--- src/rtl/nand_cpu_pkg.sv ---
package nand_cpu_pkg;

    typedef enum logic {
        MEM_READ,
        MEM_WRITE
    } mem_op_t;

    typedef enum logic [1:0] {
        REQ_NONE,
        REQ_READ,
        REQ_WRITE
    } cache_request_t;

    // The instruction cache only ever uses READY, REQUEST_READ and READING
    typedef enum logic [2:0] {
        READY,
        REQUEST_WRITE,
        WRITING,
        REQUEST_READ,
        READING
    } cache_state_t;

    // ----------------------------------------
    // Block geometry
    // ----------------------------------------
    localparam int DATA_SIZE        = 16;
    localparam int CACHE_BLOCK_SIZE = 64;
    localparam int MEM_TRANS_SIZE   = 16;
    localparam int BEATS            = CACHE_BLOCK_SIZE / MEM_TRANS_SIZE;
    localparam int OFFSET_BITS      = $clog2(CACHE_BLOCK_SIZE / DATA_SIZE);

    // Addresses are 16-bit word addresses
    localparam int BLOCK_ADDR_BITS  = 16 - OFFSET_BITS;

endpackage

--- src/rtl/mem_arbiter.sv ---
`timescale 1ns/1ps

module mem_arbiter (
    input  logic                                       clk,
    input  logic                                       n_rst,
    input  nand_cpu_pkg::cache_request_t               d_req,
    input  logic [nand_cpu_pkg::BLOCK_ADDR_BITS-1:0]   d_block_address,
    input  logic [nand_cpu_pkg::MEM_TRANS_SIZE-1:0]    d_w_data,
    output logic                                       d_ack,
    output logic [nand_cpu_pkg::MEM_TRANS_SIZE-1:0]    d_r_data,
    input  nand_cpu_pkg::cache_request_t               i_req,
    input  logic [nand_cpu_pkg::BLOCK_ADDR_BITS-1:0]   i_block_address,
    input  logic [nand_cpu_pkg::MEM_TRANS_SIZE-1:0]    i_w_data,
    output logic                                       i_ack,
    output logic [nand_cpu_pkg::MEM_TRANS_SIZE-1:0]    i_r_data,
    output nand_cpu_pkg::cache_request_t               req,
    output logic [nand_cpu_pkg::BLOCK_ADDR_BITS-1:0]   block_address,
    output logic [nand_cpu_pkg::MEM_TRANS_SIZE-1:0]    w_data,
    input  logic                                       ack,
    input  logic [nand_cpu_pkg::MEM_TRANS_SIZE-1:0]    r_data,
    input  logic                                       last
);

    typedef enum logic [1:0] {
        GRANT_IDLE,
        GRANT_D,
        GRANT_I
    } grant_t;

    grant_t grant;
    logic   sel_d;
    logic   sel_i;

    // While idle the choice is made on the fly so memory sees the request at once
    assign sel_d = (grant == GRANT_D) |
                   ((grant == GRANT_IDLE) & (d_req != nand_cpu_pkg::REQ_NONE));
    assign sel_i = (grant == GRANT_I) |
                   ((grant == GRANT_IDLE) & (d_req == nand_cpu_pkg::REQ_NONE) &
                    (i_req != nand_cpu_pkg::REQ_NONE));

    assign req           = sel_d ? d_req : (sel_i ? i_req : nand_cpu_pkg::REQ_NONE);
    assign block_address = sel_d ? d_block_address : i_block_address;
    assign w_data        = sel_d ? d_w_data : i_w_data;

    assign d_ack    = sel_d & ack;
    assign i_ack    = sel_i & ack;
    assign d_r_data = sel_d ? r_data : '0;
    assign i_r_data = sel_i ? r_data : '0;

    always_ff @(posedge clk) begin
        if (!n_rst) begin
            grant <= GRANT_IDLE;
        end else if (grant == GRANT_IDLE) begin
            if (sel_d) begin
                grant <= GRANT_D;
            end else if (sel_i) begin
                grant <= GRANT_I;
            end
        end else if (last) begin
            grant <= GRANT_IDLE;
        end
    end

endmodule

--- config.mk ---
export PLATFORM = sky130hd
export DESIGN_NAME = mem_arbiter
export DESIGN_NICKNAME = d
export VERILOG_FILES = /design/src/rtl/nand_cpu_pkg.sv /design/src/rtl/mem_arbiter.sv
export SDC_FILE = /design/constraint.sdc
export NUM_CORES = 1
export LEC_CHECK = 0
export BUFFER_PORTS_ARGS = -buffer_cell sky130_fd_sc_hd__buf_2
export CORE_AREA = 2 2 58 60
export CTS_CLUSTER_SIZE = 24
export DETAILED_ROUTE_END_ITERATION = 8
export DIE_AREA = 0 0 60 62
export PLACE_DENSITY_LB_ADDON = 0.25
export SLEW_MARGIN = 20
export SYNTH_ARGS = -nofsm -noshare
export SYNTH_HDL_FRONTEND = slang
export SYNTH_SLANG_ARGS = --single-unit
--- constraint.sdc ---
create_clock -name clk -period 2.5 [get_ports clk]
set_input_delay 0.25 -clock clk [delete_from_list [all_inputs] [get_ports clk]]
set_output_delay 0.25 -clock clk [all_outputs]
set_load 0.02 [all_outputs]
=== After elaboration in Yosys (flattened, before gate mapping) ===
Cells that the tools add are included.

* Eq/ne operators: 3
* Multiplexer cells: 10
* Bitwise gates (word level): 7
* Reduce and logical (&&, ||, !) cells: 6

{| class="wikitable"
|+ Operator list
! kind !! count
|-
| 2-to-1 mux 16 bit || 3
|-
| 2-to-1 mux 14 bit || 1
|-
| 2-to-1 mux 2 bit || 6
|-
| nonzero test 2 bit || 3
|-
| AND 1 bit || 5
|-
| zero test 2 bit || 2
|-
| inequality test 3 bit (second input constant) || 1
|-
| == test 2 x 1 -> 1 bit (second input constant) || 1
|-
| == test 2 bit (second input constant) || 1
|-
| OR 1 bit || 2
|-
| AND reduction 2 bit || 1
|}

* Register bits after elaboration: 2
* Input bits: 84
* Logic and storage cells: 27

=== Logic depth before layout (Yosys ltp) ===
* Depth after elaboration: 7
* Gate-level depth with buffers: 5
* Depth with buffers taken out: 3

=== Worst setup path after synthesis ===
Ideal clock, no wire load.

* Path kind: in2out
* Start: input d_req[1]
* End: output i_r_data[10] (netlist name)
* Arrival: 1.253 ns
* Required time: 2.250 ns
* Path slack: 0.997 ns
* Stages: 4
* Path buffers: 1
* Cell sequence: nor2_1 > a21oi_2 > buf_4 > nor3b_1

* Longest elaborated chain between the ends: 5

{| class="wikitable"
|+ RTL lines
! item !! line !! RTL
|-
| start: declaration || mem_arbiter.sv:6 || <nowiki>input nand_cpu_pkg::cache_request_t d_req,</nowiki>
|-
| zero test 2 bit || mem_arbiter.sv:38 || <nowiki>((grant == GRANT_IDLE) & (d_req == nand_cpu_pkg::REQ_NONE) &</nowiki>
|-
| AND 1 bit (2 in series) || mem_arbiter.sv:38 ||
|-
| OR 1 bit || mem_arbiter.sv:37 || <nowiki>assign sel_i = (grant == GRANT_I) |</nowiki>
|-
| 2-to-1 mux 16 bit || mem_arbiter.sv:48 || <nowiki>assign i_r_data = sel_i ? r_data : '0;</nowiki>
|-
| end: declaration || mem_arbiter.sv:15 || <nowiki>output logic [nand_cpu_pkg::MEM_TRANS_SIZE-1:0] i_r_data,</nowiki>
|}

Every way passes these cells.

=== Worst setup path in the final report ===
* Start: register grant[0]
* End: output w_data[6] (netlist name)

* Longest elaborated chain between the ends: 4

{| class="wikitable"
|+ RTL lines
! item !! line !! RTL
|-
| start: declaration || mem_arbiter.sv:30 || <nowiki>grant_t grant;</nowiki>
|-
| start signal: assignment || mem_arbiter.sv:52 || <nowiki>grant <= GRANT_IDLE;</nowiki>
|-
| start signal: assignment || mem_arbiter.sv:55 || <nowiki>grant <= GRANT_D;</nowiki>
|-
| start signal: assignment || mem_arbiter.sv:57 || <nowiki>grant <= GRANT_I;</nowiki>
|-
| zero test 2 bit || mem_arbiter.sv:36 || <nowiki>((grant == GRANT_IDLE) & (d_req != nand_cpu_pkg::REQ_NONE));</nowiki>
|-
| AND 1 bit || mem_arbiter.sv:36 ||
|-
| OR 1 bit (*) || mem_arbiter.sv:35 || <nowiki>assign sel_d = (grant == GRANT_D) |</nowiki>
|-
| 2-to-1 mux 16 bit (*) || mem_arbiter.sv:43 || <nowiki>assign w_data = sel_d ? d_w_data : i_w_data;</nowiki>
|-
| end: declaration || mem_arbiter.sv:18 || <nowiki>output logic [nand_cpu_pkg::MEM_TRANS_SIZE-1:0] w_data,</nowiki>
|}

Every way passes the cells marked *; elsewhere a longest branch is shown, timed or not.

==> results.toml <==
[sta]
period_needed_ps = 2230
finalSetupViolCount = 0
maxSlewViolCount = 0
max_freq_ghz = 0.447
finalCritPeriodShare = 0.894
slew_headroom = 0.511
finalClockSkew_ps = 1.52
hold_viol = 0
timing.setup.tns_ps = 0
tightest_slew_ps = 733
rsz0062_at_grt = "no"

[synthesis]
avgSynthCellArea_um2 = 9.03
synth_top_cells_by_area = "mux2_4 24%, mux2_2 23%, nor3b_1 16%"
synthCells = 91
synth_cell_types = 20
yosysTopAreaCell = "mux2_4"
ys_warn_count = 0
synth_top_area_frac = 0.237
ys_ff_latch = 2
ys_seq_area_frac = 0.0487
syn_area_um2 = 822
syn_nets = 175

[run]
drv_cap = 0

[grt]
use_met2 = 0.270
busiest_layer = "met2"
gr-total-overflow = 0
grt.total_usage = 0.145
grt_pass1_wl_um = 4130
use_met3 = 0.0228
antenna_found_initial = 0
grt_pass1_vias = 967
grt_max_degree = 38
met1_usage = 0.164

[die]
io_pins = 150
dieArea_um2 = 3720
die_y_um = 62
core.rowCount = 21
initial_utilization = 0.259
core_area_um2 = 3180
die_w_um = 60

[cts]
cts_buffers = 3
htreeDepth = 1
ctsRootBufferMaster = "clkbuf_4"
clockBufferDepth = 2
clock_sinks = 2
clkLatencyLatePin_ps = 220
hold_buffers = 0
postCtsResizedCells = 0
cts.clk_slew.worst_paths_ps = 30
cts_tree = "built"

[detailed_routing]
ant_nets = 0
drt_iter0_markers = 10
drc = 0
vias_per_cell = 4.35
drt-pass1-iter-count = 3
drt-wirelength-per-cell_um = 11.5
wirelength_um = 3270
num_vias = 1236

[setup_path]
crit_required_ps = 2250
reg2reg_depth = 3
crit_arrival_ps = 1980
worst-path-max-fanout = 19
r2r_slack_ps = 1530
end_kind = "primary output"
reg2reg_to = "grant[1]"
crit-reg2reg-launch = "grant[0]"
crit_chain = "nor3_1 > nor2_4 > buf_4 > mux2_4 > buf_2"
crit_type = "flip-flop to primary output"
cpMaxStageDelayCell = "nor3_1"
max_stage_delay_ps = 510
start_kind = "flip-flop"

[cells_and_area]
regMostFlops = "grant"
largest_reg_flops = 2
drive_above_1_share = 0.790
fin_cells = 284
insertedDiodeCount = 0
finalCoreUtilization = 0.509
fin_nets = 324
fill_cells = 342
reg_top3 = "grant: 2 flops"
design_area_um2 = 1620
area_growth_pct = 97.0
layout_common_cells = "149 x buf_2, 17 x nor3b_1, 17 x and2_1, 17 x mux2_2, 13 x mux2_4"
final_common_cell = "buf_2"

[power_and_ir_drop]
power.leakage_uw = 0.000960
power_density_nw_per_um2 = 336
peakVddDrop_v = 0.000208

[place]
post-dp-hpwl_um = 2730
postPlaceCellArea_um2 = 1590
gp_congestion = 0.733
port-buffer-count = 149
dp_cells = 280

[hold_path]
hold_start = "n_rst"
holdPathStages = 2
min-delay-path-class = "primary input to flip-flop"
holdPathEnd = "grant[0]"

[run_status]
outcome = "finished clean"
==> how the worst max path moves through the flow <==
stage,from,end,slack [ps],depth (start not counted)
4_1_cts,grant[1],w_data[6],70,4
3_5_place_dp,d_req[1],w_data[6],320,6
5_1_grt,grant[0],w_data[8],130,5
2_1_floorplan,d_req[1],i_r_data[10],1000,4
6_report,grant[0],w_data[6],270,5
3_3_place_gp,d_req[0],w_data[4],330,6
==> layout make-up <==
type                       instances  area, µm²  share of cell area
multi-input combinational         82        738               0.456
timing repair buffer             151        761               0.470
clock buffer                       3       22.5              0.0139
sequential                         2       40.0              0.0247
tap                               46       57.6              0.0355
==> report_power, final <==
part           internal (µW)  leakage [µW]  switching, µW
registers               34.7     0.0000165           3.05
clock network           52.9     0.0000138           18.5
logic                    200      0.000929            235
==> metal layers <==
metal / wire length, µm / part of all wire / vias to the layer above
met2: 1570 / 0.48 / 83
li1: - / - / 622
met4: 14 / 0.0043 / 0
met1: 1320 / 0.40 / 529
met3: 374 / 0.11 / 2
met5: 0 / 0 / -
==> logic make-up (layout without fill, tap and decap cells) <==
kind of cell    Yosys count  after routing  share of synthesized area
compound gates            3              3                     0.0320
flops                     2              2                     0.0487
simple gates             48             49                      0.379
mux                      30             30                      0.470
buf+inv                   8            154                     0.0700
==> critical path: cells and delay by family, from the launching register on <==
| kind | cells | cell delay (ps) |
|---|---|---|
| and+or+nand+nor | 2 | 750 |
| muxes | 1 | 300 |
| buffers and inverters | 2 | 420 |
| DFF | 1 | 300 |
==> Yosys cell counts <==
library cell / n
nand3b_1: 2
and3b_1: 1
o21a_1: 1
buf_2: 1
buf_4: 1
nor3b_1: 17
a41o_1: 1
nor2b_1: 1
nand2_1: 2
or2_2: 1
nand2b_1: 2
and2_1: 17
a21oi_2: 1
nor3_1: 2
dfxtp_1: 2
nor2_1: 3
mux2_2: 17
clkbuf_1: 3
buf_6: 3
mux2_4: 13
==> what timing repair did <==
action | in CTS | in global routing
endpoints found under the setup margin | 0 | 7
buffers inserted | 0 | 0
hold endpoints to repair | 0 | 0
==> through the flow <==
| stage | worst slack, ps | power (µW) | hold slack [ps] |
|---|---|---|---|
| 2_1_floorplan | 997 | 322 | 368 |
| 3_3_place_gp | 327 | 474 | 525 |
| 3_5_place_dp | 319 | 474 | 501 |
| 4_1_cts | 73.3 | 552 | 264 |
| 5_1_grt | 126 | 584 | 282 |
| 6_report | 265 | 544 | 272 |
No activity file was read; power rests on OpenSTA's default activity.
