[src/rtl/nand_cpu_pkg.sv]
package nand_cpu_pkg;

    typedef enum logic {
        MEM_READ,
        MEM_WRITE
    } mem_op_t;

    typedef enum logic [1:0] {
        REQ_NONE,
        REQ_READ,
        REQ_WRITE
    } cache_request_t;

    // The instruction cache only ever uses READY, REQUEST_READ and READING
    typedef enum logic [2:0] {
        READY,
        REQUEST_WRITE,
        WRITING,
        REQUEST_READ,
        READING
    } cache_state_t;

    // ----------------------------------------
    // Block geometry
    // ----------------------------------------
    localparam int DATA_SIZE        = 16;
    localparam int CACHE_BLOCK_SIZE = 64;
    localparam int MEM_TRANS_SIZE   = 16;
    localparam int BEATS            = CACHE_BLOCK_SIZE / MEM_TRANS_SIZE;
    localparam int OFFSET_BITS      = $clog2(CACHE_BLOCK_SIZE / DATA_SIZE);

    // Addresses are 16-bit word addresses
    localparam int BLOCK_ADDR_BITS  = 16 - OFFSET_BITS;

endpackage

[src/rtl/d_cache.sv]
`timescale 1ns/1ps

module d_cache #(
    parameter int INDEX_BITS = 6
) (
    input  logic                                       clk,
    input  logic                                       n_rst,
    input  logic                                       valid,
    input  logic                                       mem_access,
    input  logic [15:0]                                address,
    input  nand_cpu_pkg::mem_op_t                      mem_op,
    input  logic [15:0]                                data,
    output logic                                       hit,
    output logic                                       miss,
    output logic [15:0]                                rdata,
    output nand_cpu_pkg::cache_request_t               req,
    output logic [nand_cpu_pkg::BLOCK_ADDR_BITS-1:0]   block_address,
    output logic [nand_cpu_pkg::MEM_TRANS_SIZE-1:0]    w_data,
    input  logic                                       ack,
    input  logic [nand_cpu_pkg::MEM_TRANS_SIZE-1:0]    r_data
);

    localparam int LINES       = 2 ** INDEX_BITS;
    localparam int OFFSET_BITS = nand_cpu_pkg::OFFSET_BITS;
    localparam int TAG_BITS    = 16 - INDEX_BITS - OFFSET_BITS;
    localparam int CNT_BITS    = $clog2(nand_cpu_pkg::BEATS);
    localparam int WORD        = nand_cpu_pkg::DATA_SIZE;
    localparam int TRANS       = nand_cpu_pkg::MEM_TRANS_SIZE;

    logic [OFFSET_BITS-1:0] offset;
    logic [INDEX_BITS-1:0]  index;
    logic [TAG_BITS-1:0]    tag;

    logic [LINES-1:0]                            line_valid;
    logic [LINES-1:0]                            line_dirty;
    logic [TAG_BITS-1:0]                         tags [LINES];
    logic [nand_cpu_pkg::CACHE_BLOCK_SIZE-1:0]   blocks [LINES];

    logic [CNT_BITS-1:0] counter;
    logic                access;
    logic                match;
    logic                last_beat;
    logic                write_hit;

    nand_cpu_pkg::cache_state_t state;
    nand_cpu_pkg::cache_state_t next_state;

    assign offset    = address[OFFSET_BITS-1:0];
    assign index     = address[INDEX_BITS+OFFSET_BITS-1 -: INDEX_BITS];
    assign tag       = address[15 -: TAG_BITS];

    assign access    = valid & mem_access;
    assign match     = line_valid[index] & (tags[index] == tag);
    assign last_beat = (counter == CNT_BITS'(nand_cpu_pkg::BEATS - 1));
    assign write_hit = hit & (mem_op == nand_cpu_pkg::MEM_WRITE);

    assign rdata     = blocks[index][offset * WORD +: WORD];
    assign w_data    = blocks[index][counter * TRANS +: TRANS];

    // ----------------------------------------
    // Next state and memory request
    // ----------------------------------------
    always_comb begin
        next_state    = state;
        hit           = 1'b0;
        miss          = access;
        req           = nand_cpu_pkg::REQ_NONE;
        block_address = {tag, index};
        case (state)
            nand_cpu_pkg::READY: begin
                hit  = access & match;
                miss = access & ~match;
                if (miss) begin
                    next_state = line_dirty[index] ? nand_cpu_pkg::REQUEST_WRITE
                                                   : nand_cpu_pkg::REQUEST_READ;
                end
            end
            nand_cpu_pkg::REQUEST_WRITE: begin
                // The victim goes back to the block it came from
                req           = nand_cpu_pkg::REQ_WRITE;
                block_address = {tags[index], index};
                if (ack) begin
                    next_state = nand_cpu_pkg::WRITING;
                end
            end
            nand_cpu_pkg::WRITING: begin
                block_address = {tags[index], index};
                if (last_beat) begin
                    next_state = nand_cpu_pkg::REQUEST_READ;
                end
            end
            nand_cpu_pkg::REQUEST_READ: begin
                req = nand_cpu_pkg::REQ_READ;
                if (ack) begin
                    next_state = nand_cpu_pkg::READING;
                end
            end
            nand_cpu_pkg::READING: begin
                if (last_beat) begin
                    next_state = nand_cpu_pkg::READY;
                end
            end
            default: begin
                next_state = nand_cpu_pkg::READY;
            end
        endcase
    end

    // ----------------------------------------
    // Control state
    // ----------------------------------------
    always_ff @(posedge clk) begin
        if (!n_rst) begin
            state      <= nand_cpu_pkg::READY;
            counter    <= '0;
            line_valid <= '0;
            line_dirty <= '0;
        end else begin
            state <= next_state;
            case (state)
                nand_cpu_pkg::READY: begin
                    if (write_hit) begin
                        line_dirty[index] <= 1'b1;
                    end
                end
                nand_cpu_pkg::REQUEST_WRITE, nand_cpu_pkg::REQUEST_READ: begin
                    counter <= '0;
                end
                nand_cpu_pkg::WRITING: begin
                    counter <= counter + 1'b1;
                    if (last_beat) begin
                        line_dirty[index] <= 1'b0;
                    end
                end
                nand_cpu_pkg::READING: begin
                    counter <= counter + 1'b1;
                    if (last_beat) begin
                        line_valid[index] <= 1'b1;
                    end
                end
                default: begin
                    counter <= '0;
                end
            endcase
        end
    end

    // Line data and tags
    always_ff @(posedge clk) begin
        if (write_hit) begin
            blocks[index][offset * WORD +: WORD] <= data;
        end
        if (state == nand_cpu_pkg::READING) begin
            blocks[index][counter * TRANS +: TRANS] <= r_data;
            if (last_beat) begin
                tags[index] <= tag;
            end
        end
    end

endmodule

[config.mk]
export PLATFORM = sky130hd
export DESIGN_NAME = d_cache
export DESIGN_NICKNAME = d
export VERILOG_FILES = /design/src/rtl/nand_cpu_pkg.sv /design/src/rtl/d_cache.sv
export SDC_FILE = /design/constraint.sdc
export NUM_CORES = 2
export LEC_CHECK = 0
export BUFFER_PORTS_ARGS = -buffer_cell sky130_fd_sc_hd__buf_2
export CORE_AREA = 2 2 742 744
export DETAILED_ROUTE_END_ITERATION = 10
export DIE_AREA = 0 0 744 746
export HOLD_SLACK_MARGIN = 0.1
export REMOVE_ABC_BUFFERS = 1
export SLEW_MARGIN = 30
export SYNTH_ARGS = -nofsm -noshare
export SYNTH_HDL_FRONTEND = slang
export SYNTH_MEMORY_MAX_BITS = 65536
export SYNTH_SLANG_ARGS = --single-unit
[constraint.sdc]
create_clock -name clk -period 5.8 [get_ports clk]
set_input_delay 0.87 -clock clk [delete_from_list [all_inputs] [get_ports clk]]
set_output_delay 0.87 -clock clk [all_outputs]
set_load 0.03 [all_outputs]
; Word level (Yosys, flattened, before mapping)
; Memories as Yosys holds them, arrays and structs flattened.
; Index checks and enable logic that the tools add are counted.
[word_totals]
ff_bits = 133
mem_bits_rw = 4608
in_bits = 54
mem_count = 2
[op_classes]
n_addsub = 3
n_lt_le_gt_ge = 2
n_eq_ne = 12
shifts = 6
muxes = 92
bitwise = 74
reduce_logical = 8
[memory_table]
columns = memory, depth, width, read_ports, rd_clocked_by_memory_dff, wr, line_no
row1 = blocks, 64, 64, 1, 0, 1, d_cache.sv:37  ; logic [nand_cpu_pkg::CACHE_BLOCK_SIZE-1:0] blocks [LINES];
row2 = tags, 64, 8, 1, 0, 1, d_cache.sv:36  ; logic [TAG_BITS-1:0] tags [LINES];
[op_table]
columns = operator, n
row1 = $mux W64, 4
row2 = $or A64 B64 Y64, 2
row3 = $pmux W64 S2, 1
row4 = $shift A16 B34 Y64 const A, 2
row5 = $shiftx A16 B34 Y64, 2
row6 = $shiftx A64 B7 Y16, 2
row7 = $mux W1, 74
row8 = $neg A6 Y34, 2
row9 = $and A64 B64 Y64, 1
row10 = $not A64 Y64, 1
row11 = $or A1 B1 Y1, 64
row12 = $mux W3, 5
row13 = $pmux W3 S5, 1
row14 = $mux W14, 1
row15 = $bmux W1 S6, 2
row16 = $ne A2 B2 Y1 const B, 6
row17 = $eq A8 B8 Y1, 1
row18 = $pmux W2 S2, 2
row19 = $lt A6 B7 Y1 const B, 1
row20 = $demux W1 S6, 1
row21 = $eq A3 B2 Y1 const B, 2
row22 = $ge A6 B1 Y1 const B, 1
row23 = $and A1 B1 Y1, 5
row24 = $reduce_and A5 Y1, 1
row25 = 12 further kinds, 13

; Depth between registers and ports, before layout
[logic_depth]
ltp_word = 9
ltp_mapped = 19

; Least setup slack after synthesis
; OpenSTA, ideal clock, no wires.
[synth_timing]
path_kind = reg2reg
from = register counter[1]
to = memory blocks[0][0] (netlist name) (data pin)
arrival_time_ps = 4732
required_time_ps = 5099
path_slack_ps = 367
path_stages_with_launch = 9
n_path_buf = 3
period_less_slack_ps = 5433
cell_sequence = dfxtp_1 > clkbuf_1 > inv_2 > ha_1 > clkbuf_1 > nor3b_1 > clkbuf_1 > nand2_1 > o21ai_0
[synth_between]
elab_chain_cells = 4
elab_cells_between_ends = 5
classes_between = add/sub: 1 / shift: 2 / mux: 2
[synth_rtl]
columns = element, line_no
row1 = start: declaration, d_cache.sv:39  ; logic [CNT_BITS-1:0] counter;
row2 = start signal: assignment, d_cache.sv:130  ; counter <= counter + 1'b1;
row3 = start signal: assignment, d_cache.sv:136  ; counter <= counter + 1'b1;
row4 = $neg A6 Y34 (*), d_cache.sv:154  ; blocks[index][counter * TRANS +: TRANS] <= r_data;
row5 = $shift A16 B34 Y64, d_cache.sv:154
row6 = $mux W64 (implied by the code), d_cache.sv:154
row7 = $mux W1 (no line) (*), n/a
row8 = end: declaration, d_cache.sv:37
; Mark *: on every way between the ends. The rest lies on a longest branch, timed or not.

; Worst setup path in the final report
[layout_timing]
from = input address[4]
to = output w_data[14] (netlist name)
[layout_between]
elab_chain_cells = 2
[layout_rtl]
columns = element, line_no
row1 = start: declaration, d_cache.sv:10  ; input logic [15:0] address,
row2 = $mem_v2 Z64 W64, n/a
row3 = $shiftx A64 B7 Y16, d_cache.sv:58  ; assign w_data = blocks[index][counter * TRANS +: TRANS];
row4 = end: declaration, d_cache.sv:18  ; output logic [nand_cpu_pkg::MEM_TRANS_SIZE-1:0] w_data,
; No other way between the ends.

==> impl_results.md <==
- Status: complete, but fails checks
- Failing checks: negative setup slack
- Crit path max fanout: 23
- Critical Path Start: address[4]
- Design area: 0.216 mm^2
- Row count: 272
- Ys async rst share: 0
- Fin crit period: 6.00 ns
- Warnings from Yosys: 0
- FF-to-FF Start: tags[2][3]
- Seq/Total Area, Yosys: 0.784
- Clk slew on worst S/H paths: 0.06 ns
- CP endpoint: w_data[14]
- Detailed-route DRC error count: 0
- Commonest non-fill, non-tap cell in the layout: edfxtp_1
- Synth Register Bits: 4,741
- Clock buffer depth: 4
- Synthesized cell area: 0.180 mm^2
- Final WL: 653,000 um
- Hold Path Class: in2reg
- Place WS: -0.286 ns
- Endpoints failing setup: 5
- Synth-to-Final Area Change: 19.8%
- Final GP Congestion: 0.906
- Port Buf Inserts: 103
- Slew headroom: 0.227
- Die Height: 746 um
- Vias in the first global route: 103,000
- Pins over their slew limit: 0
- Yosys cell types: 88
- Post-CTS setup buffers: 0
- Fraction of layout cells with a size suffix above 1: 0.228
- Latest clock arrival within the worst-skew pair: 1.08 ns
- Worst reg-to-reg setup slack: 1.37 ns
- Dpl cell area: 0.201 mm^2
- RSZ-0062 raised after global routing: false
- Starting Density: 0.329
- Leak: 66.8 nW
- Vias per inst: 5.98
- Setup Skew: 0.0824 ns
- Reg-to-Reg End: blocks[5][43]
- Max-Cap Viols: 0
- Placeable Area: 0.547 mm^2
- Post-synth EDFFs: 4,608
- Drt wl/cell: 35.0 um
- Number of antenna violations at the first check in global routing: 39
- Crit end category: primary output
- Most frequent cells in the layout: edfxtp_1, a22oi_1, buf_4
- Via count of the routed design: 112,000
- Remaining global-route overflow: 0
- Final critical-path share of the clock period: 1.03
- Largest cells by area after synthesis: edfxtp_1, a22oi_1, a221oi_1
- Max H-tree Level: 5
- Die W: 744 um
- Clock Tree Root: clkbuf_16
- Tightest Pin Transition: 1.16 ns
- Peak VDD IR: 0.298 mV
- Cell taking the most area after synthesis: edfxtp_1
- Fin Hold WS: 0.228 ns
- Initial DRC Count: 17,500
- Number of iterations in the first detailed-routing pass: 8
- Synth Flop Type: edfxtp_1
- Cells after synthesis: 10,100
- DRT antenna net count: 0
- GR Util All Layers: 0.227
- Critical Path RT: 4.93 ns
- Fmax achieved: 167 MHz
- Critical Path AT: 5.13 ns
- I/O pin total: 104
- Setup Crit Path Kind: in2out
- Num CTS Buffers: 454
- Endpoints failing hold: 0
- Area of the die: 0.555 mm^2
- First-pass GRT wire length: 885,000 um
- CTS tree: done
- # clock sinks: 4,741
- Fillcell total: 49,300
- Final worst slack: -0.196 ns
- P per Cell Area: 335 mW/mm^2
- Post-DP HPWL: 419,000 um
- Critical Path Source Type: input pin
- Mean Syn Cell Area: 17.8 um^2
- Reg2Reg Depth: 12
- Largest net degree at the start of global routing: 143
- Hold Path Depth: 1
- Top-area cell type share of the netlist area: 0.769
- Layout net count: 11,100
==> what timing repair did <==
action / in CTS / in global routing
pin swaps: 2 / 2
hold endpoints to repair: 1 / 0
gates resized for setup: 12 / 7
hold buffers: 1 / 0
setup endpoints to repair: 9 / 11
cloned: 0 / 0
==> flip-flops by register name, indices dropped and copies added (netlist names), named ones only <==
signal / flops
blocks: 4096
line_valid: 64
state: 3
tags: 512
counter: 2
==> critical path, stage by stage <==
cell	delay (ns)
buf_12	0.13
buf_12	0.26
nor2_4	0.77
buf_4	0.53
a22oi_1	0.18
nand4_1	0.25
a32oi_1	0.21
o21ai_1	0.89
buf_4	0.26
mux4_2	0.36
buf_4	0.20
==> synth_stat cells (all sizes together) (7+ instances only) <==
library cell / n
nand4: 130
dlygate4sd1: 11
dfxtp: 133
mux2i: 294
edfxtp: 4608
a21oi: 222
a22oi: 978
buf: 368
nor2: 531
a222oi: 33
nand2b: 12
o21a: 70
o221ai: 23
mux4: 168
nor2b: 10
o211ai: 92
mux2: 175
o21ai: 148
nor3: 14
o22a: 8
inv: 15
nand3: 98
a31o: 66
o31ai: 66
nor4: 31
a32oi: 7
a221o: 23
ha: 11
and3: 11
a211oi: 9
nor3b: 10
a22o: 275
a31oi: 190
nand3b: 9
clkbuf: 361
o22ai: 79
a221oi: 479
nand2: 228
==> cell families (layout without fill, tap and decap cells) <==
logic type	Yosys count	count (layout)	share of synthesized area
compound gates	2812	2812	0.118
xor+xnor	5	5	0.000244
fa+ha+maj	11	11	0.000765
buf+inv	756	2071	0.0198
flops	4741	4741	0.784
mux	637	637	0.0484
other cells	0	18	0
simple gates	1131	1131	0.0288
==> final cells by class <==
class                      count  area [um^2]  area share
antenna                       18         45.0    0.000209
sequential                  4741       141000       0.654
multi-input combinational   4596        36500       0.170
clock inverter               258         2740      0.0127
clock buffer                 577        12000      0.0556
tap                         7261         9080      0.0422
inverter                      16         72.6    0.000337
timing repair buffer        1220        14000      0.0651
==> routing by layer <==
metal | vias to the layer above | GRT usage | part of all wire
li1 | 44100 | - | -
met1 | 58300 | 0.307 | 0.37
met2 | 7989 | 0.337 | 0.44
met3 | 1365 | 0.0641 | 0.13
met4 | 10 | 0.108 | 0.057
met5 | - | 0 | 0.00010
==> power breakdown <==
group | leakage [nW] | total, mW | switching (mW) | internal [mW]
Combinational | 17.8 | 4.93 | 3.53 | 1.40
Sequential | 42.0 | 37.4 | 0.00580 | 37.4
Clock | 7.13 | 29.7 | 13.1 | 16.6
Total | 66.8 | 72.1 | 16.6 | 55.5
==> through the flow <==
stage | utilization | total power [mW] | TNS [ns] | cells
after CTS | 0.394 | 72.0 | 0 | 18700
after global placement | 0.366 | 42.9 | -2.79 | 17800
after floorplan | - | 40.2 | - | 9353
after detailed placement | 0.367 | 42.9 | -1.39 | 17800
after global routing | 0.394 | 73.5 | 0 | 18700
final | 0.394 | 72.1 | -0.456 | 18700
==> worst min path at each step <==
stage | to | start
after global routing | tags[44][0] | address[8]
after detailed placement | line_valid[31] | line_valid[31]
final | tags[43][0] | address[8]
after CTS | tags[40][0] | address[8]
after floorplan | line_valid[31] | line_valid[31]
after global placement | line_valid[23] | line_valid[23]
Power figures use the tool's default switching activity.
