## config.mk

```make
export PLATFORM = sky130hd
export DESIGN_NAME = i_cache
export DESIGN_NICKNAME = d
export VERILOG_FILES = /design/src/rtl/nand_cpu_pkg.sv /design/src/rtl/i_cache.sv
export SDC_FILE = /design/constraint.sdc
export NUM_CORES = 2
export LEC_CHECK = 0
export BUFFER_PORTS_ARGS = -buffer_cell sky130_fd_sc_hd__buf_2
export CAP_MARGIN = 40
export CORE_MARGIN = 2
export CORE_UTILIZATION = 60
export CTS_BUF_LIST = sky130_fd_sc_hd__clkbuf_4
export DETAILED_ROUTE_END_ITERATION = 8
export PLACE_DENSITY = 0.76
export SLEW_MARGIN = 0
export SYNTH_ARGS = -nofsm -noshare
export SYNTH_HDL_FRONTEND = slang
export SYNTH_SLANG_ARGS = --single-unit
```

## constraint.sdc

```tcl
create_clock -name clk -period 4 [get_ports clk]
set_input_delay 0.4 -clock clk [delete_from_list [all_inputs] [get_ports clk]]
set_output_delay 0.4 -clock clk [all_outputs]
set_load 0.02 [all_outputs]
```

## src/rtl/nand_cpu_pkg.sv

```systemverilog
package nand_cpu_pkg;

    typedef enum logic {
        MEM_READ,
        MEM_WRITE
    } mem_op_t;

    typedef enum logic [1:0] {
        REQ_NONE,
        REQ_READ,
        REQ_WRITE
    } cache_request_t;

    // The instruction cache only ever uses READY, REQUEST_READ and READING
    typedef enum logic [2:0] {
        READY,
        REQUEST_WRITE,
        WRITING,
        REQUEST_READ,
        READING
    } cache_state_t;

    // ----------------------------------------
    // Block geometry
    // ----------------------------------------
    localparam int DATA_SIZE        = 16;
    localparam int CACHE_BLOCK_SIZE = 64;
    localparam int MEM_TRANS_SIZE   = 16;
    localparam int BEATS            = CACHE_BLOCK_SIZE / MEM_TRANS_SIZE;
    localparam int OFFSET_BITS      = $clog2(CACHE_BLOCK_SIZE / DATA_SIZE);

    // Addresses are 16-bit word addresses
    localparam int BLOCK_ADDR_BITS  = 16 - OFFSET_BITS;

endpackage

```

## src/rtl/i_cache.sv

```systemverilog
`timescale 1ns/1ps

module i_cache #(
    parameter int INDEX_BITS = 5
) (
    input  logic                                       clk,
    input  logic                                       n_rst,
    input  logic                                       valid,
    input  logic [15:0]                                address,
    output logic                                       hit,
    output logic                                       miss,
    output logic [15:0]                                data,
    output nand_cpu_pkg::cache_request_t               req,
    output logic [nand_cpu_pkg::BLOCK_ADDR_BITS-1:0]   block_address,
    input  logic                                       ack,
    input  logic [nand_cpu_pkg::MEM_TRANS_SIZE-1:0]    r_data
);

    localparam int LINES       = 2 ** INDEX_BITS;
    localparam int OFFSET_BITS = nand_cpu_pkg::OFFSET_BITS;
    localparam int TAG_BITS    = 16 - INDEX_BITS - OFFSET_BITS;
    localparam int CNT_BITS    = $clog2(nand_cpu_pkg::BEATS);
    localparam int WORD        = nand_cpu_pkg::DATA_SIZE;
    localparam int TRANS       = nand_cpu_pkg::MEM_TRANS_SIZE;

    logic [OFFSET_BITS-1:0] offset;
    logic [INDEX_BITS-1:0]  index;
    logic [TAG_BITS-1:0]    tag;

    logic [LINES-1:0]                            line_valid;
    logic [TAG_BITS-1:0]                         tags [LINES];
    logic [nand_cpu_pkg::CACHE_BLOCK_SIZE-1:0]   blocks [LINES];

    logic [CNT_BITS-1:0] counter;
    logic                match;
    logic                last_beat;

    nand_cpu_pkg::cache_state_t state;

    assign offset        = address[OFFSET_BITS-1:0];
    assign index         = address[INDEX_BITS+OFFSET_BITS-1 -: INDEX_BITS];
    assign tag           = address[15 -: TAG_BITS];
    assign match         = line_valid[index] & (tags[index] == tag);
    assign last_beat     = (counter == CNT_BITS'(nand_cpu_pkg::BEATS - 1));

    assign hit           = valid & (state == nand_cpu_pkg::READY) & match;
    assign miss          = valid & ~hit;
    assign data          = blocks[index][offset * WORD +: WORD];
    assign block_address = {tag, index};
    assign req           = (state == nand_cpu_pkg::REQUEST_READ) ? nand_cpu_pkg::REQ_READ
                                                                 : nand_cpu_pkg::REQ_NONE;

    always_ff @(posedge clk) begin
        if (!n_rst) begin
            state      <= nand_cpu_pkg::READY;
            counter    <= '0;
            line_valid <= '0;
        end else begin
            case (state)
                nand_cpu_pkg::READY: begin
                    if (miss) begin
                        state <= nand_cpu_pkg::REQUEST_READ;
                    end
                end
                nand_cpu_pkg::REQUEST_READ: begin
                    counter <= '0;
                    if (ack) begin
                        state <= nand_cpu_pkg::READING;
                    end
                end
                nand_cpu_pkg::READING: begin
                    counter <= counter + 1'b1;
                    if (last_beat) begin
                        line_valid[index] <= 1'b1;
                        state             <= nand_cpu_pkg::READY;
                    end
                end
                default: begin
                    state <= nand_cpu_pkg::READY;
                end
            endcase
        end
    end

    always_ff @(posedge clk) begin
        if (state == nand_cpu_pkg::READING) begin
            blocks[index][counter * TRANS +: TRANS] <= r_data;
            if (last_beat) begin
                tags[index] <= tag;
            end
        end
    end

endmodule

```

# After elaboration in Yosys (flattened, before gate mapping)
# Memory sizes are Yosys's and may differ from the RTL's.
# Cells that the tools add are included.
totals:
  inputBits: 36
  reg_bits: 37
  mem_count: 2
  ramBits: 2336
op_classes:
  add_sub_neg: 2
  shifts: 3
  bitwise: 6
  n_reduce_logical: 5
  n_lt_le_gt_ge: 2
  mux: 15
  eq_ne: 7
mem_list:
  columns: ["name", "words", "width", "read_ports", "rd_ports_with_merged_regs", "wr", "line_no", "source"]
  rows:
  - ["blocks", 32, 64, 1, 0, 1, "i_cache.sv:32", "logic [nand_cpu_pkg::CACHE_BLOCK_SIZE-1:0] blocks [LINES];"]
  - ["tags", 32, 9, 1, 0, 1, "i_cache.sv:31", "logic [TAG_BITS-1:0] tags [LINES];"]
op_table:
  columns: ["cell", "count"]
  rows:
  - ["$mux 64", 1]
  - ["$shift 16x34->64 const A", 1]
  - ["$shiftx 16x34->64", 1]
  - ["$shiftx 64x7->16", 1]
  - ["$neg 6->34", 1]
  - ["$or 32x32->32", 1]
  - ["$eq 9x9->1", 1]
  - ["$mux 3", 3]
  - ["$pmux 3 s3", 1]
  - ["$mux 1", 7]
  - ["$lt 5x6->1 const B", 1]
  - ["$ne 2x2->1 const B", 3]
  - ["$bmux 1 s5", 1]
  - ["$demux 1 s5", 1]
  - ["$ge 5x1->1 const B", 1]
  - ["$and 1x1->1", 4]
  - ["$pmux 2 s2", 1]
  - ["$eq 3x2->1 const B", 1]
  - ["$eq 3x3->1 const B", 1]
  - ["$logic_not 3->1", 1]
  - ["$reduce_and 3->1", 1]
  - ["$add 2x1->2 const B", 1]
  - ["$eq 2x2->1 const B", 1]
  - ["$reduce_and 2->1", 1]
  - ["3 further kinds", 3]

# Longest topological paths before layout
logic_depth:
  depth_word: 8
  mapped_depth: 14
  depth_no_buf: 10

# Worst setup path after synthesis
# Ideal clock, no wire load.
synth_timing:
  path_type: "input to register"
  start: "input address[3]"
  end: "memory blocks[31][48] in the netlist's numbering, enable pin"
  setup_ps: 390
  arrival_ps: 2874
  path_buffers: 9
  path_stages: 11
  slack_ps: 736
  cell_sequence: "buf_6 > buf_6 > buf_6 > buf_6 > buf_4 > buf_4 > buf_2 > buf_4 > nand4_1 > clkbuf_1 > nor2_1"
synth_rtl:
  columns: ["item", "line_no", "source"]
  rows:
  - ["start, declared", "i_cache.sv:9", "input logic [15:0] address,"]
  - ["end, declared", "i_cache.sv:32", null]
# Straight into the memory's write port.

# Final worst setup path
layout_timing:
  start: "memory tags[6][4] in the netlist's numbering"
  end: "output miss"
layout_between:
  elab_chain_cells: 6
layout_lines:
  columns: ["item", "line_no", "source"]
  rows:
  - ["start, declared", "i_cache.sv:31", null]
  - ["$mem_v2 32x9", null, null]
  - ["$eq 9x9->1", "i_cache.sv:43", "assign match = line_valid[index] & (tags[index] == tag);"]
  - ["$and 1x1->1", "i_cache.sv:43", null]
  - ["$and 1x1->1", "i_cache.sv:46", "assign hit = valid & (state == nand_cpu_pkg::READY) & match;"]
  - ["$not 1->1", "i_cache.sv:47", "assign miss = valid & ~hit;"]
  - ["$and 1x1->1", "i_cache.sv:47", null]
  - ["end, declared", "i_cache.sv:11", "output logic miss,"]
# Every way passes these cells.

==> results.yml <==
synth:
  netlist.area_leader.share_pct: 76.02
  edff_count_synth: 2336
  synthesis.yosys.warnings: 0
  number_of_cells_produced_by_synthesis: 4236
  synth.yosys.seq_area_share_pct: 76.80
  yosys.area_share.simple_pct: 2.267
  ys_top_cells_by_count: "sky130_fd_sc_hd__edfxtp_1 (2336), sky130_fd_sc_hd__mux4_2 (558), sky130_fd_sc_hd__nor2_1 (203)"
  yosys.area_share.xor_xnor_pct: 0
  yosys-mux-area-fraction_pct: 16.41
  synth.ff_latch_count: 2372
  yosysMostFrequentCell: "sky130_fd_sc_hd__edfxtp_1"
  synth_cell_types: 69
  compound_gate_portion_of_the_synthesized_area_pct: 2.620
  post_synth_main_area_contributors: "sky130_fd_sc_hd__edfxtp_1 (76%), sky130_fd_sc_hd__mux4_2 (14%), sky130_fd_sc_hd__mux2i_1 (2.1%), sky130_fd_sc_hd__nor2_1 (0.83%), sky130_fd_sc_hd__dfxtp_1 (0.78%)"
  synth_top_family_by_area: "multiplexers"
  synth_top_area_cell: "sky130_fd_sc_hd__edfxtp_1"
  postSynth.asyncResetShare_pct: 0
  average_footprint_of_a_synthesized_cell_sq_um: 21.78
  ys_dominant_reg_cell: "sky130_fd_sc_hd__edfxtp_1"
  synth_nets: 4279
  mappedNetlistArea_sq_um: 92270
  synth_fa_ha_area_share_pct: 0.09492
detailed_routing:
  initialDrtViolationCount: 6544
  vias: 49360
  detail_route.wirelength.met1_microns: 83210
  drtPass1Iterations: 6
  remaining_drc_errors: 0
  totalWireLength_microns: 231800
  drt-wirelength-per-cell_microns: 30.81
  dr.max_layer_used: "met5"
  antenna_left: 0
  drt-vias-per-instance: 6.561
  detailroute.wirelength.met3_microns: 30180
  wl_met2_microns: 110800
setup_path:
  r2r.worst_path.cells: 13
  crit_required_ns: 3.60
  timing.critical_path.from_type: "flip-flop"
  path_max_fanout: 3
  rr_startpoint: "tags[6][4]$_DFFE_PP_"
  startpoint: "tags[6][4]$_DFFE_PP_"
  crit_end: "miss"
  timing.rr.end: "state[1]$_SDFFE_PN0P_"
  end_kind: "output port"
  setup.worst_path.class: "flip-flop to output port"
  rrSetupSlack_ns: 0.15
  worstPathArrival_ns: 3.85
die:
  die_h_microns: 396.2
  rows: 143
  core-area_sq_um: 152300
  die-width_microns: 396.2
  boundary_pin_count: 70
  floorplan.die_area_sq_um: 156900
  start_util_pct: 60.60
final_layout:
  nFillCells: 8871
  final_core_util_pct: 69.82
  syn_to_final_growth_pct: 15.21
  finalNetCount: 5146
  drive_gt1_share_pct: 40.46
clock_network:
  clk-insertion-delay-late_ns: 1.36
  cts_num_sinks: 2372
  clock_path_buffers: 4
  path_clk_slew_ns: 0.08
  htree_num_levels: 6
  clock_tree_root: "sky130_fd_sc_hd__clkbuf_4"
  numCtsBuffers: 590
  clock_tree_from_tritoncts: "built"
timing:
  clock-skew-final_ns: 0.09843
  worst_pin_slew_ns: 1.129
  timing.fmax_mhz: 235.4
  relSlewSlack_pct: 24.75
  period_minus_ws_final_ns: 4.249
  final_report_max_slew_violation_count: 0
  setup_viol: 11
  final_critical_path_setup_slack_ns: -0.2487
  grt_setup_unrepaired: "true"
  setup_tns_ns: -1.136
  post-route-period-util_pct: 106.2
  finalHoldViolCount: 0
pwr:
  seq_power_share_pct: 55.6
  fin_total_pwr_uw: 48770
  share_clk_of_total_power_pct: 39.7
  p_leak_uw: 0.03108
  comb_power_share_pct: 4.7
  sw_frac_of_total_pct: 21.86
  switching_power_uw: 10660
  power_density_nw_per_um2: 458.8
  vdd_ir_drop_max_mv: 0.3798
  intPower_uw: 38110
grt:
  maximum_number_of_pins_on_one_net_before_global_route_repair: 57
  number_of_global_route_vias_before_repair: 49890
  groute.usage.overall_pct: 29.63
  grt_pass1_wl_microns: 332400
  grt_antenna_before_repair: 14
  aggregate_global_routing_overflow: 0
job:
  timing.max_cap.violations: 0
place:
  numPortBuffers: 68
  gpl.final_weighted_congestion: 0.8925
  hpwlAfterDp_microns: 140200
outcome:
  violations: "setup timing"
  outcome: "finished with violations"
min_path:
  timing.hold.worst.class: "primary input to flip-flop"
-- critical path, stage by stage, from the launching register on --
cell                       delay [ns]
sky130_fd_sc_hd__edfxtp_1        0.37
sky130_fd_sc_hd__mux2i_1         0.31
sky130_fd_sc_hd__o22ai_1         0.17
sky130_fd_sc_hd__nor4_2          0.61
sky130_fd_sc_hd__nand4_1         0.19
sky130_fd_sc_hd__a222oi_1        0.30
sky130_fd_sc_hd__nand4_1         0.16
sky130_fd_sc_hd__buf_6           0.17
sky130_fd_sc_hd__inv_4           0.06
sky130_fd_sc_hd__nor2_2          0.04
sky130_fd_sc_hd__buf_6           0.13
-- cell type report --
cell class              count  area, sq um  share of cell area [%]
inverters                  11        43.79                 0.04119
multi-input cells        1587        21030                   19.78
flip-flops and latches   2372        70870                   66.66
repair buffers            541         4742                   4.461
clock buffers             846         6351                   5.974
well taps                2030         2540                   2.389
clock inverters           127        706.9                  0.6650
diodes                      9        22.52                 0.02119
-- power groups by stage --
stage | logic [uW] | clock network, uW | registers (uW)
after floorplan | 1190 | 0 | 27600
after global placement | 1980 | 0 | 27600
after detailed placement | 2030 | 0 | 27600
after CTS | 2160 | 19600 | 27100
after global routing | 2360 | 20800 | 27100
final | 2280 | 19400 | 27100
-- logic make-up (layout without fill, tap and decap cells) --
group | after synthesis | in the layout
flops | 2372 | 2372
mux | 809 | 809
simple gates | 418 | 418
compound gates | 352 | 352
buf+inv | 277 | 1525
fa+ha+maj | 7 | 7
other cells | 1 | 10
-- worst min-delay path by stage --
stage / from / endpoint / slack, ns / cells after the start
floorplan: line_valid[10]$_SDFFE_PN0P_ / line_valid[10]$_SDFFE_PN0P_ / 0.44 / 1
global placement: line_valid[27]$_SDFFE_PN0P_ / line_valid[27]$_SDFFE_PN0P_ / 0.44 / 1
detailed placement: line_valid[30]$_SDFFE_PN0P_ / line_valid[30]$_SDFFE_PN0P_ / 0.45 / 1
CTS: address[10] / tags[17][3]$_DFFE_PP_ / 0.008 / 2
global route: address[6] / line_valid[31]$_SDFFE_PN0P_ / 0.11 / 6
finish: address[10] / tags[17][3]$_DFFE_PP_ / 0.14 / 2
-- registers in the layout (all words and copies together), names as in the netlist --
| name | cells |
|---|---|
| blocks | 2048 |
| counter | 2 |
| line_valid | 32 |
| state | 2 |
| tags | 288 |
-- repair_timing --
item	CTS	global route
pin swaps	26	37
setup endpoints to repair	18	17
gates resized for setup	141	94
hold buffers	37	0
buffers inserted	4	4
hold endpoints to repair	2279	0
-- per-stage QoR --
step / hold WS, ns / area (sq um) / cells / worst slack [ns]
after floorplan: 0.4354 / 92270 / 4236 / 0.7360
after global placement: 0.4427 / 97200 / 6471 / 0.01153
after CTS: 0.007918 / 105700 / 7508 / -0.2933
final: 0.1371 / 106300 / 7523 / -0.2487
after detailed placement: 0.4528 / 97600 / 6495 / -0.008751
after global routing: 0.1106 / 106300 / 7517 / -0.4306
-- routing by layer --
| layer | vias up | global-route usage (%) |
|---|---|---|
| met5 | - | 0 |
| met2 | 3537 | 45.27 |
| met1 | 25430 | 41.27 |
| met4 | 8 | 11.83 |
| li1 | 19880 | - |
| met3 | 498 | 8.076 |
-- cell usage in the layout (no fill, tap or decap), types with 17 or more instances in the layout --
master,synthesis,final
sky130_fd_sc_hd__a21oi_1,56,31
sky130_fd_sc_hd__a21oi_2,0,17
sky130_fd_sc_hd__a22o_1,17,17
sky130_fd_sc_hd__a22oi_1,40,31
sky130_fd_sc_hd__and2_1,69,68
sky130_fd_sc_hd__buf_12,2,31
sky130_fd_sc_hd__buf_2,93,47
sky130_fd_sc_hd__buf_4,68,383
sky130_fd_sc_hd__buf_6,27,18
sky130_fd_sc_hd__buf_8,1,20
sky130_fd_sc_hd__clkbuf_4,0,846
sky130_fd_sc_hd__clkinv_1,1,92
sky130_fd_sc_hd__dfxtp_1,36,36
sky130_fd_sc_hd__dlygate4sd3_1,0,37
sky130_fd_sc_hd__edfxtp_1,2336,2336
sky130_fd_sc_hd__mux2_2,53,38
sky130_fd_sc_hd__mux2i_1,198,192
sky130_fd_sc_hd__mux4_2,558,558
sky130_fd_sc_hd__nand2_1,48,42
sky130_fd_sc_hd__nand3_1,20,18
sky130_fd_sc_hd__nor2_1,203,119
sky130_fd_sc_hd__nor2_2,0,76
sky130_fd_sc_hd__o211ai_1,17,17
sky130_fd_sc_hd__o21a_1,32,32
sky130_fd_sc_hd__o22ai_1,79,72
Power figures use the tool's default switching activity.
